$ cat config.mk
export PLATFORM = sky130hd
export DESIGN_NAME = mp64_tile_slot
export DESIGN_NICKNAME = d
export VERILOG_FILES = /design/src/mp64_pkg.sv /design/src/mp64_tile_slot.sv
export SDC_FILE = /design/constraint.sdc
export NUM_CORES = 1
export LEC_CHECK = 0
export BUFFER_PORTS_ARGS = -buffer_cell sky130_fd_sc_hd__buf_2
export CORE_AREA = 2 2 181 183
export CTS_BUF_LIST = sky130_fd_sc_hd__clkbuf_16
export CTS_CLUSTER_SIZE = 20
export DETAILED_ROUTE_END_ITERATION = 12
export DIE_AREA = 0 0 183 185
export HOLD_SLACK_MARGIN = 0.15
export SLEW_MARGIN = 40
export SYNTH_ARGS = -nofsm -noshare
export SYNTH_HDL_FRONTEND = slang
export SYNTH_SLANG_ARGS = --single-unit
export TNS_END_PERCENT = 20
$ cat constraint.sdc
create_clock -name sys_clk -period 5.4 [get_ports sys_clk]
set_input_delay 1.08 -clock sys_clk [delete_from_list [all_inputs] [get_ports sys_clk]]
set_output_delay 1.08 -clock sys_clk [all_outputs]
set_load 0.03 [all_outputs]
$ cat src/mp64_pkg.sv
// Tile fabric package with shared constants and the request payload types
package mp64_pkg;

    // ================================================
    // Fabric sizing
    // ================================================

    // Cores sharing the tile fabric, one slot each
    localparam int NUM_CORES    = 4;
    // Enough bits to name any core
    localparam int CORE_ID_BITS = 2;

    // Byte address as issued by a core
    localparam int TILE_ADDR_W  = 32;
    // One tile word
    localparam int TILE_DATA_W  = 64;

    // ================================================
    // Internal tile memory
    // ================================================

    // Addresses below this go to the BRAM, everything else goes external
    localparam int BRAM_BYTES     = 16384;
    // log2(BRAM_BYTES / 8), word index into the BRAM
    localparam int BRAM_WORD_BITS = 11;

    // ================================================
    // Request payloads
    // ================================================

    // Internal path: word index only, byte offset is dropped
    typedef struct packed {
        logic [BRAM_WORD_BITS-1:0] word;
        logic                      wen;
        logic [TILE_DATA_W-1:0]    wdata;
    } tile_int_req_t;

    // External path keeps the full byte address
    typedef struct packed {
        logic [TILE_ADDR_W-1:0]    addr;
        logic                      wen;
        logic [TILE_DATA_W-1:0]    wdata;
    } tile_ext_req_t;

endpackage

$ cat src/mp64_tile_slot.sv
// Per-core tile slot that holds one access, routes it by address and returns the result
`timescale 1ns/1ns

module mp64_tile_slot (
    input  logic                               sys_clk,
    input  logic                               sys_rst_n,

    // Core side
    input  logic                               core_req,
    input  logic [mp64_pkg::TILE_ADDR_W-1:0]   core_addr,
    input  logic                               core_wen,
    input  logic [mp64_pkg::TILE_DATA_W-1:0]   core_wdata,
    output logic [mp64_pkg::TILE_DATA_W-1:0]   core_rdata,
    output logic                               core_ack,
    output logic                               core_busy,

    // Internal path arbiter
    output logic                               int_req,
    output mp64_pkg::tile_int_req_t            int_payload,
    input  logic                               int_ack,
    input  logic [mp64_pkg::TILE_DATA_W-1:0]   int_rdata,

    // External path arbiter
    output logic                               ext_req,
    output mp64_pkg::tile_ext_req_t            ext_payload,
    input  logic                               ext_ack,
    input  logic [mp64_pkg::TILE_DATA_W-1:0]   ext_rdata
);

    // Latched request, held stable while pending
    logic [mp64_pkg::TILE_ADDR_W-1:0] addr_q;
    logic                             wen_q;
    logic [mp64_pkg::TILE_DATA_W-1:0] wdata_q;

    // Path chosen once at accept time
    logic path_ext_q;
    logic addr_is_ext;
    logic accept;

    // Completion from whichever path this slot is waiting on
    logic                             path_ack;
    logic [mp64_pkg::TILE_DATA_W-1:0] path_rdata;

    // Anything from the top of the BRAM upward is external
    assign addr_is_ext = (core_addr >= mp64_pkg::TILE_ADDR_W'(mp64_pkg::BRAM_BYTES));

    // A pulse while busy is simply dropped
    assign accept = core_req && !core_busy;

    assign path_ack   = path_ext_q ? ext_ack   : int_ack;
    assign path_rdata = path_ext_q ? ext_rdata : int_rdata;

    // Pending level follows busy, only one line ever high
    assign int_req = core_busy && !path_ext_q;
    assign ext_req = core_busy &&  path_ext_q;

    // Payloads built from the latched fields
    assign int_payload = '{word:  addr_q[mp64_pkg::BRAM_WORD_BITS+2:3],
                           wen:   wen_q,
                           wdata: wdata_q};
    assign ext_payload = '{addr:  addr_q,
                           wen:   wen_q,
                           wdata: wdata_q};

    // ================================================
    // Control
    // ================================================
    always_ff @(posedge sys_clk or negedge sys_rst_n) begin
        if (!sys_rst_n) begin
            core_busy  <= 1'b0;
            core_ack   <= 1'b0;
            path_ext_q <= 1'b0;
        end else begin
            // Ack is a single-cycle pulse
            core_ack <= 1'b0;
            if (accept) begin
                core_busy  <= 1'b1;
                path_ext_q <= addr_is_ext;
            end else if (core_busy && path_ack) begin
                // Busy drops in the same cycle the ack shows
                core_busy <= 1'b0;
                core_ack  <= 1'b1;
            end
        end
    end

    // Request capture
    always_ff @(posedge sys_clk) begin
        if (accept) begin
            addr_q  <= core_addr;
            wen_q   <= core_wen;
            wdata_q <= core_wdata;
        end
    end

    // Read data held until the next read completes, writes leave it alone
    always_ff @(posedge sys_clk) begin
        if (core_busy && path_ack && !wen_q) begin
            core_rdata <= path_rdata;
        end
    end

endmodule

==> flow_metrics.py <==
metrics = {
    "timing": {
        "worstMarginPinSlew_ns": 0.614,
        "drv_slew": 0,
        "rsz0062_at_grt": "no",
        "final.setup.worst_slack_ns": 2.66,
        "finClkSkew_ns": 0.0107,
        "slew_headroom_pct": 59.0,
        "setup_viol": 0,
        "period_needed_ns": 2.74,
        "max_clock_freq_mhz": 365,
        "hold_viol": 0,
        "tns_ns": 0,
        "finalCritPeriodShare_pct": 50.7,
    },
    "floorplan": {
        "die_w_um": 183,
        "start_util_pct": 20.2,
        "die_area_um2": 33900,
        "pin_count": 471,
        "core_area_um2": 32000,
        "die_h_um": 185,
        "rows": 66,
    },
    "power_and_ir_drop": {
        "power_frac_seq_pct": 45.7,
        "power.share.clock_pct": 36.8,
        "power.leakage_nw": 4.15,
        "p_sw_mw": 1.00,
        "powerDensity_nw_per_um2": 366,
        "power_frac_comb_pct": 17.5,
        "irDropWorstVdd_v": 0.000219,
        "p_sw_share_pct": 29.2,
        "internal-power_mw": 2.43,
    },
    "min_path": {
        "min_path_type": "primary input to asynchronous set/reset pin",
    },
    "synthesis": {
        "syn_area_per_cell_um2": 19.7,
        "synth_edf_count": 161,
        "yosysWarnings": 0,
        "synth.top_cell.area_share_pct": 74.6,
        "synth_area_um2": 6480,
        "ys_ff_latch": 164,
        "synth_area_leaders": "edfxtp_1 (75%), buf_4 (8.9%), mux2_2 (6.6%), mux2_4 (6.3%), dfrtp_1 (1.2%)",
        "synth_top_flop_cell": "edfxtp_1",
        "yosysUniqueCellTypes": 17,
        "synthArstFlopShare_pct": 1.83,
        "ys_seq_area_share_pct": 75.7,
        "synth_most_common_cell": "edfxtp_1",
        "yosysTopAreaCell": "edfxtp_1",
        "synth_fp_nets": 559,
        "synth_common_cells": "edfxtp_1 (161), buf_4 (77), mux2_2 (38), mux2_4 (27), nor4_1 (4)",
        "syn_inst": 329,
    },
    "global_routing": {
        "grt_pass1_vias": 4419,
        "grt_usage_pct": 11.7,
        "grt_pass1_wl_mm": 27.7,
        "grt_max_degree": 84,
        "grt-ovfl-total": 0,
        "antenna_found_initial": 0,
    },
    "cells_and_area": {
        "diodes": 0,
        "fin_nets": 967,
        "areaGrowthSynthToFinish_pct": 44.6,
        "drive_gt1_share_pct": 76.3,
    },
    "run": {
        "drv_cap": 0,
    },
    "route": {
        "drtAntennaViolNets": 0,
        "vias_per_cell": 3.80,
        "num_vias": 4403,
        "drt_iter0_markers": 158,
        "wl_per_cell_um": 18.1,
        "drtPass1Iterations": 4,
        "wl_mm": 20.9,
        "drc": 0,
    },
    "clock_network": {
        "cts_buffers": 17,
        "postCtsSetupBuffers": 0,
        "clock_latency_ns": 0.44,
        "cts.repair.resized": 0,
        "clk_pin_slew_ns": 0.07,
        "cts_tree": "yes",
        "clock_sinks": 164,
        "cts_htree_levels": 4,
        "clock_path_buffers": 2,
        "ctsHoldBuffers": 0,
        "clockRootBuffer": "clkbuf_16",
    },
    "worst_setup_path": {
        "critPathKind": "register to output pin",
        "path_buf_inv": 1,
        "cp.required_ns": 4.32,
        "critical_path_arrival_ns": 1.66,
        "end_kind": "output pin",
        "critPathMaxFanout": 41,
        "max_stage_delay_ns": 0.80,
        "crit_chain": "and2_1, buf_2",
        "crit_family": "flip-flops",
        "crit_path_top_delay_cell": "dfrtp_4",
        "cp-start-kind": "register",
    },
    "placed_design": {
        "dp_slack_ns": 2.26,
        "place_congestion": 0.754,
        "portBuffers": 470,
        "dp_hpwl_mm": 16.5,
    },
    "run_status": {
        "status": "finished, final reports clean",
    },
}
## state kept, by name, summed over array words and instances, names as in the netlist
signal and flops:
core_busy 1, wdata_q 64, wen_q 1, core_ack 1, core_rdata 64, path_ext_q 1, addr_q 32
## area by class of cell
type                            count  area, um^2
Inverter                            1        3.75
Clock inverter                     15         178
Sequential cell                   164        4910
Clock buffer                       17         425
Tap cell                          408         510
Multi-Input combinational cell     79         930
Timing Repair Buffer              474        2410
Fill cell                        3285       22700
## cells by family after synthesis
family | share of synthesized area, %
AND/OR/NAND/NOR | 1.00
buffers and inverters | 10.2
AO/OA/AOI/OAI | 0.251
multiplexers | 12.8
flip-flops | 75.7
## worst paths after layout
check                      startpoint        endpoint  slack (ns)  cells after the start
setup / recovery           path_ext_q         ext_req        2.66                      2
hold / removal              sys_rst_n       core_busy        0.44                      1
setup reg to reg           path_ext_q  core_rdata[11]        2.96                      4
hold reg to reg             core_busy       core_busy        0.63                      1
max in group asynchronous   sys_rst_n      path_ext_q        4.80                      1
min in group sys_clk        core_busy       core_busy        0.63                      1
## layout by cell type, fill, tap and decap left out, types with 3 or more instances in the layout
cell / n
buf_2: 470
bufinv_16: 3
clkbuf_16: 17
clkinvlp_4: 3
edfxtp_1: 161
inv_6: 4
mux2_2: 38
mux2_4: 27
nor4_1: 4
## power by group through the flow
| stage | combinational (mW) | sequential (mW) | clock [mW] |
|---|---|---|---|
| detailed placement | 0.604 | 1.59 | 0 |
| global route | 0.632 | 1.58 | 1.36 |
| global placement | 0.599 | 1.60 | 0 |
| floorplan | 0.224 | 1.77 | 0 |
| CTS | 0.606 | 1.57 | 1.30 |
| finish | 0.601 | 1.57 | 1.26 |
## metal layers
layer  vias up  share of wire, %  global-route usage (%)
met5         -                 0                       0
met4         0               1.5                    3.68
met3        20                12                    6.37
met2       317                50                    19.9
met1      2093                36                    12.4
li1       1973                 -                       -
## per-stage QoR
| stage | hold slack [ns] | cell area [um^2] | instances | power (mW) | utilization, % |
|---|---|---|---|---|---|
| finish | 0.441 | 9380 | 1158 | 3.43 | 29.3 |
| global route | 0.401 | 9380 | 1158 | 3.57 | 29.3 |
| CTS | 0.407 | 9350 | 1157 | 3.48 | 29.2 |
| detailed placement | 0.619 | 8740 | 1125 | 2.20 | 27.3 |
| global placement | 0.599 | 8740 | 1125 | 2.19 | 27.3 |
| floorplan | 0.703 | 6490 | 329 | 1.99 | - |
Power figures use the tool's default switching activity.
